**config.mk**
```make
export PLATFORM = sky130hd
export DESIGN_NAME = lvds_tx_top
export DESIGN_NICKNAME = d
export VERILOG_FILES = /design/src/rtl/lvds_tx_pkg.sv /design/src/rtl/pixel_credit_fifo.sv /design/src/rtl/vesa_lane_mapper.sv /design/src/rtl/lane_serializer.sv /design/src/rtl/lvds_tx_top.sv
export VERILOG_INCLUDE_DIRS = /design/src /design/src/rtl
export SDC_FILE = /design/constraint.sdc
export NUM_CORES = 1
export LEC_CHECK = 0
export ABC_AREA = 0
export BUFFER_PORTS_ARGS = -buffer_cell sky130_fd_sc_hd__buf_2
export CELL_PAD_IN_SITES_DETAIL_PLACEMENT = 1
export CELL_PAD_IN_SITES_GLOBAL_PLACEMENT = 2
export CORE_MARGIN = 1.5
export CORE_UTILIZATION = 45
export CTS_BUF_LIST = sky130_fd_sc_hd__clkbuf_16
export CTS_CLUSTER_DIAMETER = 100
export CTS_CLUSTER_SIZE = 28
export DETAILED_ROUTE_END_ITERATION = 12
export PLACE_DENSITY_LB_ADDON = 0.1
export SLEW_MARGIN = 20
export SYNTH_ARGS = -nofsm -noshare
export SYNTH_HDL_FRONTEND = slang
export SYNTH_SLANG_ARGS = --single-unit
```
**constraint.sdc**
```tcl
create_clock -name clk -period 5.82 [get_ports clk]
set_input_delay 0.291 -clock clk [delete_from_list [all_inputs] [get_ports clk]]
set_output_delay 0.291 -clock clk [all_outputs]
set_load 0.01 [all_outputs]
```
**src/rtl/lvds_tx_config.svh**
```systemverilog
`ifndef LVDS_TX_CONFIG_SVH
`define LVDS_TX_CONFIG_SVH

////////////////////
// Link geometry
////////////////////

// Ports sending one pixel each per slot
`define LVDS_PORT_NUM 2

// Bits per lane in one pixel slot
`define LVDS_SLOT_LEN 7

////////////////////
// Buffering
////////////////////

// Pixel FIFO entries, equal to the source's initial credit
`define LVDS_FIFO_DEPTH 8

`endif

```
**src/rtl/lvds_tx_pkg.sv**
```systemverilog
`include "lvds_tx_config.svh"

package lvds_tx_pkg;

    // One 8-bit colour component
    typedef logic [7:0] colour_t;

    // One serial lane word, bit 0 goes out first
    typedef logic [`LVDS_SLOT_LEN-1:0] lane_word_t;

    ////////////////////
    // Pixel record
    ////////////////////

    // One FIFO entry, packed {de, vs, hs, b, g, r}
    // r, g and b are 8 bits per port with port 0 lowest
    // Sync and enable bits are shared by all ports
    typedef logic [24*`LVDS_PORT_NUM+3-1:0] pixel_bus_t;

    ////////////////////
    // Lane words
    ////////////////////

    // Four words per port, port 0 lowest, lane 0 lowest within a port
    typedef logic [28*`LVDS_PORT_NUM-1:0] lane_bus_t;

    // Wide enough for 0 .. FIFO depth
    typedef logic [$clog2(`LVDS_FIFO_DEPTH+1)-1:0] credit_cnt_t;

endpackage

```
**src/rtl/pixel_credit_fifo.sv**
```systemverilog
`timescale 1ns/1ps
`include "lvds_tx_config.svh"

module pixel_credit_fifo (
    input  logic                    clk,
    input  logic                    rst_n,
    input  logic                    push,
    input  lvds_tx_pkg::pixel_bus_t push_pixel,
    input  logic                    pop,
    output lvds_tx_pkg::pixel_bus_t head_pixel,
    output logic                    not_empty,
    output logic                    credit_return
);

    localparam int DEPTH = `LVDS_FIFO_DEPTH;
    localparam int PTR_W = $clog2(DEPTH);
    localparam int CNT_W = $bits(lvds_tx_pkg::credit_cnt_t);
    localparam logic [PTR_W-1:0] PTR_LAST = PTR_W'(DEPTH - 1);

    lvds_tx_pkg::pixel_bus_t  mem [DEPTH];
    logic [PTR_W-1:0]         wr_ptr;
    logic [PTR_W-1:0]         rd_ptr;
    lvds_tx_pkg::credit_cnt_t count;
    logic                     do_pop;

    // Popping an empty FIFO is ignored
    assign do_pop = pop && not_empty;

    ////////////////////
    // Storage
    ////////////////////

    always_ff @(posedge clk) begin
        if (push) begin
            mem[wr_ptr] <= push_pixel;
        end
    end

    assign head_pixel = mem[rd_ptr];
    assign not_empty  = (count != '0);

    ////////////////////
    // Pointers and occupancy
    ////////////////////

    always_ff @(posedge clk or negedge rst_n) begin
        if (!rst_n) begin
            wr_ptr <= '0;
            rd_ptr <= '0;
            count  <= '0;
        end else begin
            if (push) begin
                wr_ptr <= (wr_ptr == PTR_LAST) ? '0 : wr_ptr + 1'b1;
            end
            if (do_pop) begin
                rd_ptr <= (rd_ptr == PTR_LAST) ? '0 : rd_ptr + 1'b1;
            end
            case ({push, do_pop})
                2'b10:   count <= count + 1'b1;
                2'b01:   count <= count - 1'b1;
                default: count <= count;
            endcase
        end
    end

    // One credit back per popped entry, a cycle after the pop
    always_ff @(posedge clk or negedge rst_n) begin
        if (!rst_n) begin
            credit_return <= 1'b0;
        end else begin
            credit_return <= do_pop;
        end
    end

    ////////////////////
    // Protocol checks
    ////////////////////

    // Source must have run out of credits before the FIFO fills
    a_no_push_when_full: assert property (
        @(posedge clk) disable iff (!rst_n)
        push |-> (count != lvds_tx_pkg::credit_cnt_t'(DEPTH))
    ) else $error("pixel_credit_fifo push while full");

    // Stored entries plus the credit still in flight stay within the pool
    a_credit_bound: assert property (
        @(posedge clk) disable iff (!rst_n)
        ((CNT_W+1)'(count) + (CNT_W+1)'(credit_return)) <= (CNT_W+1)'(DEPTH)
    ) else $error("pixel_credit_fifo occupancy and credits exceed depth");

endmodule

```
**src/rtl/vesa_lane_mapper.sv**
```systemverilog
`timescale 1ns/1ps
`include "lvds_tx_config.svh"

// VESA 24-bit lane assignment, first bit sent on the left
//   lane 0 : R0 R1 R2 R3 R4 R5 G0
//   lane 1 : G1 G2 G3 G4 G5 B0 B1
//   lane 2 : B2 B3 B4 B5 HS VS DE
//   lane 3 : R6 R7 G6 G7 B6 B7 0

module vesa_lane_mapper (
    input  lvds_tx_pkg::pixel_bus_t pixel,
    output lvds_tx_pkg::lane_bus_t  lane_words
);

    localparam int PORT_NUM = `LVDS_PORT_NUM;
    localparam int SLOT_LEN = `LVDS_SLOT_LEN;

    // Field offsets inside the pixel record
    localparam int G_LSB  = 8 * PORT_NUM;
    localparam int B_LSB  = 16 * PORT_NUM;
    localparam int HS_BIT = 24 * PORT_NUM;
    localparam int VS_BIT = HS_BIT + 1;
    localparam int DE_BIT = HS_BIT + 2;

    logic hs;
    logic vs;
    logic de;

    assign hs = pixel[HS_BIT];
    assign vs = pixel[VS_BIT];
    assign de = pixel[DE_BIT];

    for (genvar p = 0; p < PORT_NUM; p++) begin : g_port
        lvds_tx_pkg::colour_t    r;
        lvds_tx_pkg::colour_t    g;
        lvds_tx_pkg::colour_t    b;
        lvds_tx_pkg::lane_word_t lane0;
        lvds_tx_pkg::lane_word_t lane1;
        lvds_tx_pkg::lane_word_t lane2;
        lvds_tx_pkg::lane_word_t lane3;

        assign r = pixel[8*p +: 8];
        assign g = pixel[G_LSB + 8*p +: 8];
        assign b = pixel[B_LSB + 8*p +: 8];

        // Low six colour bits on lanes 0 to 2
        assign lane0 = {g[0], r[5:0]};
        assign lane1 = {b[1:0], g[5:1]};
        assign lane2 = {de, vs, hs, b[5:2]};

        // MSB pairs on lane 3, last slot bit unused
        assign lane3 = {1'b0, b[7:6], g[7:6], r[7:6]};

        assign lane_words[(4*p+0)*SLOT_LEN +: SLOT_LEN] = lane0;
        assign lane_words[(4*p+1)*SLOT_LEN +: SLOT_LEN] = lane1;
        assign lane_words[(4*p+2)*SLOT_LEN +: SLOT_LEN] = lane2;
        assign lane_words[(4*p+3)*SLOT_LEN +: SLOT_LEN] = lane3;
    end

endmodule

```
**src/rtl/lane_serializer.sv**
```systemverilog
`timescale 1ns/1ps
`include "lvds_tx_config.svh"

module lane_serializer (
    input  logic                        clk,
    input  logic                        rst_n,
    input  logic                        not_empty,
    input  lvds_tx_pkg::lane_bus_t      lane_words,
    output logic                        pop,
    output logic [4*`LVDS_PORT_NUM-1:0] lane_out,
    output logic                        clk_lane
);

    localparam int LANE_NUM = 4 * `LVDS_PORT_NUM;
    localparam int SLOT_LEN = `LVDS_SLOT_LEN;
    localparam int CNT_W    = $clog2(SLOT_LEN);
    localparam logic [CNT_W-1:0] SLOT_LAST = CNT_W'(SLOT_LEN - 1);

    // 1,1,0,0,0,1,1 over the slot, bit 0 first
    localparam lvds_tx_pkg::lane_word_t CLK_PATTERN = lvds_tx_pkg::lane_word_t'(7'b1100011);

    logic [CNT_W-1:0]        slot_cnt;
    logic                    slot_end;

    // Data lanes first, the clock lane sits at index LANE_NUM
    lvds_tx_pkg::lane_word_t shreg     [LANE_NUM+1];
    lvds_tx_pkg::lane_word_t load_word [LANE_NUM+1];

    ////////////////////
    // Slot counter
    ////////////////////

    always_ff @(posedge clk or negedge rst_n) begin
        if (!rst_n) begin
            slot_cnt <= '0;
        end else if (slot_end) begin
            slot_cnt <= '0;
        end else begin
            slot_cnt <= slot_cnt + 1'b1;
        end
    end

    assign slot_end = (slot_cnt == SLOT_LAST);

    // Take the head pixel only at the slot boundary
    assign pop = slot_end && not_empty;

    ////////////////////
    // Next slot words
    ////////////////////

    always_comb begin
        for (int i = 0; i < LANE_NUM; i++) begin
            // Idle slot sends zeros on every data lane
            load_word[i] = not_empty ? lane_words[i*SLOT_LEN +: SLOT_LEN] : '0;
        end
        load_word[LANE_NUM] = CLK_PATTERN;
    end

    ////////////////////
    // Shift registers
    ////////////////////

    // Lanes stay low until the first slot boundary after reset
    always_ff @(posedge clk or negedge rst_n) begin
        if (!rst_n) begin
            for (int i = 0; i <= LANE_NUM; i++) begin
                shreg[i] <= '0;
            end
        end else begin
            for (int i = 0; i <= LANE_NUM; i++) begin
                if (slot_end) begin
                    shreg[i] <= load_word[i];
                end else begin
                    shreg[i] <= shreg[i] >> 1;
                end
            end
        end
    end

    ////////////////////
    // Line outputs
    ////////////////////

    always_comb begin
        for (int i = 0; i < LANE_NUM; i++) begin
            lane_out[i] = shreg[i][0];
        end
    end

    assign clk_lane = shreg[LANE_NUM][0];

endmodule

```
**src/rtl/lvds_tx_top.sv**
```systemverilog
`timescale 1ns/1ps
`include "lvds_tx_config.svh"

module lvds_tx_top (
    input  logic                        clk,
    input  logic                        rst_n,
    input  logic                        pix_valid,
    input  logic [8*`LVDS_PORT_NUM-1:0] r,
    input  logic [8*`LVDS_PORT_NUM-1:0] g,
    input  logic [8*`LVDS_PORT_NUM-1:0] b,
    input  logic                        hs,
    input  logic                        vs,
    input  logic                        de,
    output logic                        credit_return,
    output logic [4*`LVDS_PORT_NUM-1:0] lane_out,
    output logic                        clk_lane
);

    lvds_tx_pkg::pixel_bus_t push_pixel;
    lvds_tx_pkg::pixel_bus_t head_pixel;
    lvds_tx_pkg::lane_bus_t  lane_words;
    logic                    not_empty;
    logic                    pop;

    // Same field order as the FIFO entry layout
    assign push_pixel = {de, vs, hs, b, g, r};

    ////////////////////
    // Pixel buffering
    ////////////////////

    pixel_credit_fifo u_fifo (
        .clk           (clk),
        .rst_n         (rst_n),
        .push          (pix_valid),
        .push_pixel    (push_pixel),
        .pop           (pop),
        .head_pixel    (head_pixel),
        .not_empty     (not_empty),
        .credit_return (credit_return)
    );

    ////////////////////
    // Lane mapping
    ////////////////////

    // Works on the FIFO head so words are ready at slot end
    vesa_lane_mapper u_mapper (
        .pixel      (head_pixel),
        .lane_words (lane_words)
    );

    ////////////////////
    // Serial output
    ////////////////////

    lane_serializer u_serializer (
        .clk        (clk),
        .rst_n      (rst_n),
        .not_empty  (not_empty),
        .lane_words (lane_words),
        .pop        (pop),
        .lane_out   (lane_out),
        .clk_lane   (clk_lane)
    );

endmodule

```
==> impl_metrics.json <==
{
  "status": "finished, final reports clean",
  "syn_inst": 833,
  "arrival_ns": 4.04,
  "min_path_type": "input pin to register",
  "initial_utilization_pct": 45.50,
  "clkTransAtPathRegs_ns": 0.11,
  "design_area_mm2": 0.01991,
  "synth_top_area_share_pct": 67.93,
  "period_needed_ns": 3.611,
  "synth.area.top_cells": "edfxtp_1 (68%), mux4_2 (13%), dfrtp_1 (10%)",
  "num_vias": 7995,
  "regToRegStartpoint": "u_serializer.slot_cnt[1]",
  "fin_skew_ns": 0.02750,
  "overflow": 0,
  "p_leak_nw": 6.806,
  "cts_made_buffers": 21,
  "postCtsSetupBuffers": 0,
  "fin_crit_sh_pct": 62.04,
  "ir_drop_mv": 0.2747,
  "grt_pass1_vias": 9127,
  "clockBufferDepth": 3,
  "use_met2_pct": 32.81,
  "synth_edf_count": 408,
  "dpl.hpwl_um": 18370,
  "drive_gt1_share_pct": 23.67,
  "cts.sinks": 480,
  "relSlewSlack_pct": 31.95,
  "hp-start": "hs",
  "die-area_mm2": 0.04129,
  "drc": 0,
  "die_x_um": 203.2,
  "gr-max-usage-layer": "met2",
  "finalSetupViolations": 0,
  "synth.largest_area_cell": "edfxtp_1",
  "grt_pass1_wl_um": 56770,
  "dieHeight_um": 203.2,
  "path_common_cell": "xor2_1",
  "startpoint": "u_serializer.slot_cnt[1]",
  "design.core.area_mm2": 0.03964,
  "use_met1_pct": 25.00,
  "viasPerCell": 5.446,
  "worst_slew_pin_slew_ns": 1.021,
  "cp.required_ns": 6.25,
  "netlist_area_mm2": 0.01804,
  "tns_ns": 0,
  "synth.most_common_cell": "edfxtp_1",
  "max_freq_mhz": 276.9,
  "yosys_warnings": 0,
  "gp_congestion": 0.6640,
  "met3_usage_pct": 2.429,
  "nNetsFinal": 989,
  "total_power_mw": 8.625,
  "crit_path_end_kind": "register",
  "hold_violations": 0,
  "startpoint_type": "register",
  "ant_nets": 0,
  "drt_wl_total_um": 36640,
  "async_flop_share_pct": 15.00,
  "drt-pass1-iter-count": 4,
  "path_class": "register to register",
  "timing.hold.ws_ns": 0.02929,
  "synthFlopType": "edfxtp_1",
  "num_io_pins": 64,
  "antenna_found_initial": 1,
  "drv_cap": 0,
  "wl_per_cell_um": 24.96,
  "power_density_mw_per_mm2": 433.1,
  "grt_max_degree": 64,
  "rsz0062_at_grt": "false",
  "path_max_fanout": 56,
  "portBuffers": 63,
  "rows": 73,
  "cp_slowest_cell": "buf_4",
  "syn_to_final_growth_pct": 10.41,
  "insertion_delay_ns": 0.54,
  "ys_seq_area_share_pct": 77.92,
  "cts_tree": "built",
  "fin_util_pct": 50.24,
  "synthTopCellsByCount": "edfxtp_1 (408), mux4_2 (102), dfrtp_1 (72)",
  "drtIter0Drc": 436,
  "synth.avg_cell_area_um2": 21.65,
  "grt.total_usage_pct": 18.55,
  "dpl_cell_area_mm2": 0.01888,
  "yosysUniqueCellTypes": 34,
  "cts_root_buffer": "clkbuf_16",
  "cp_cell_sequence": "nand3_2 > buf_4 > inv_2 > o41ai_4 > buf_4 > inv_1 > ha_1 > xor2_1 > ha_1 > a21oi_1 > xor2_1 > nor2_1 > xor2_1",
  "cpPeakStageDelay_ns": 0.62,
  "ys_ff_latch": 480,
  "drv_slew": 0,
  "htreeDepth": 1,
  "synth_fp_nets": 894
}
layer usage:
layer | routed length (um) | share of wire (%)
met3 | 1119 | 3.1
met1 | 15890 | 43
met2 | 19010 | 52
met4 | 613 | 1.7
met5 | 0 | 0
path summary, 6_finish.rpt:
kind | end | slack, ns | cells after the start
hold reg to reg | u_serializer.shreg[5] | 0.45 | 1
max in group asynchronous | u_fifo.rd_ptr[1] | 4.46 | 3
setup reg to reg | u_fifo.count[2] | 2.21 | 13
setup / recovery | u_fifo.count[2] | 2.21 | 13
min in group asynchronous | u_serializer.clk_lane | 0.16 | 2
hold / removal | u_fifo.mem[1][48] | 0.03 | 1
repair_timing:
item / in CTS / in global routing
endpoints found under the setup margin: 0 / 0
endpoints found under the hold margin: 329 / 0
hold buffers: 42 / 0
resized for setup: 0 / 0
cell type report:
cell class	instances	area (um^2)
fillers	3543	19730
repair buffers	119	855.8
diodes	1	2.502
flip-flops and latches	480	14060
well taps	525	656.9
clock buffers	21	525.5
clock inverters	16	86.33
multi-input cells	302	3707
inverters	4	15.01
cell usage in the layout (no fill, tap or decap), drive strengths merged:
master,Yosys,routed
clkbuf,9,21
a21oi,2,2
clkinv,0,1
mux2i,53,53
buf,38,77
o41ai,2,2
dfrtp,72,72
diode,0,1
a41oi,1,1
nand3,1,1
mux2,6,6
nor2b,4,4
or2,3,3
nand2,46,46
ha,7,7
dlygate4sd3,0,42
edfxtp,408,408
xnor2,1,1
mux4,102,102
inv,4,19
o21ai,45,45
xor2,4,4
nand3b,1,1
nand2b,3,3
nor3,4,4
nor2,15,15
nor4b,1,1
a21o,1,1
through the flow:
step / setup slack (ns) / std cells
detailed placement: 2.162 / 1388
global placement: 2.367 / 1388
floorplan: 1.245 / 833
global route: 1.904 / 1468
finish: 2.209 / 1468
CTS: 2.143 / 1467
where the power goes:
part | switching [mW] | internal (mW)
sequential | 0.434 | 4.39
clock | 1.01 | 0.677
combinational | 1.05 | 1.07
total | 2.49 | 6.13
sequential cells by signal (all words and copies together) (netlist names):
register	flops
u_serializer.shreg	49
u_serializer.slot_cnt	3
u_fifo.rd_ptr	3
u_fifo.credit_return	1
u_serializer.clk_lane	1
u_fifo.wr_ptr	3
u_fifo.mem	408
u_serializer.lane_out	8
u_fifo.count	4
worst max-delay path: cells and delay by family, from the launching register on:
kind,cells,cell delay [ns]
fa+ha+maj,2,0.52
flops,1,0.45
xor+xnor,3,0.53
simple gates,2,0.18
compound gates,2,0.25
buf+inv,4,1.53
cells by family after synthesis:
| family | synth area share [%] |
|---|---|
| and+or+nand+nor | 1.873 |
| xor gates and xnor gates | 0.2428 |
| buffers and inverters | 1.894 |
| adders and majority gates | 0.4856 |
| AOI/OAI and AO/OA | 1.533 |
| muxes | 16.05 |
| DFF | 77.92 |
(Power assumes the default switching activity.)
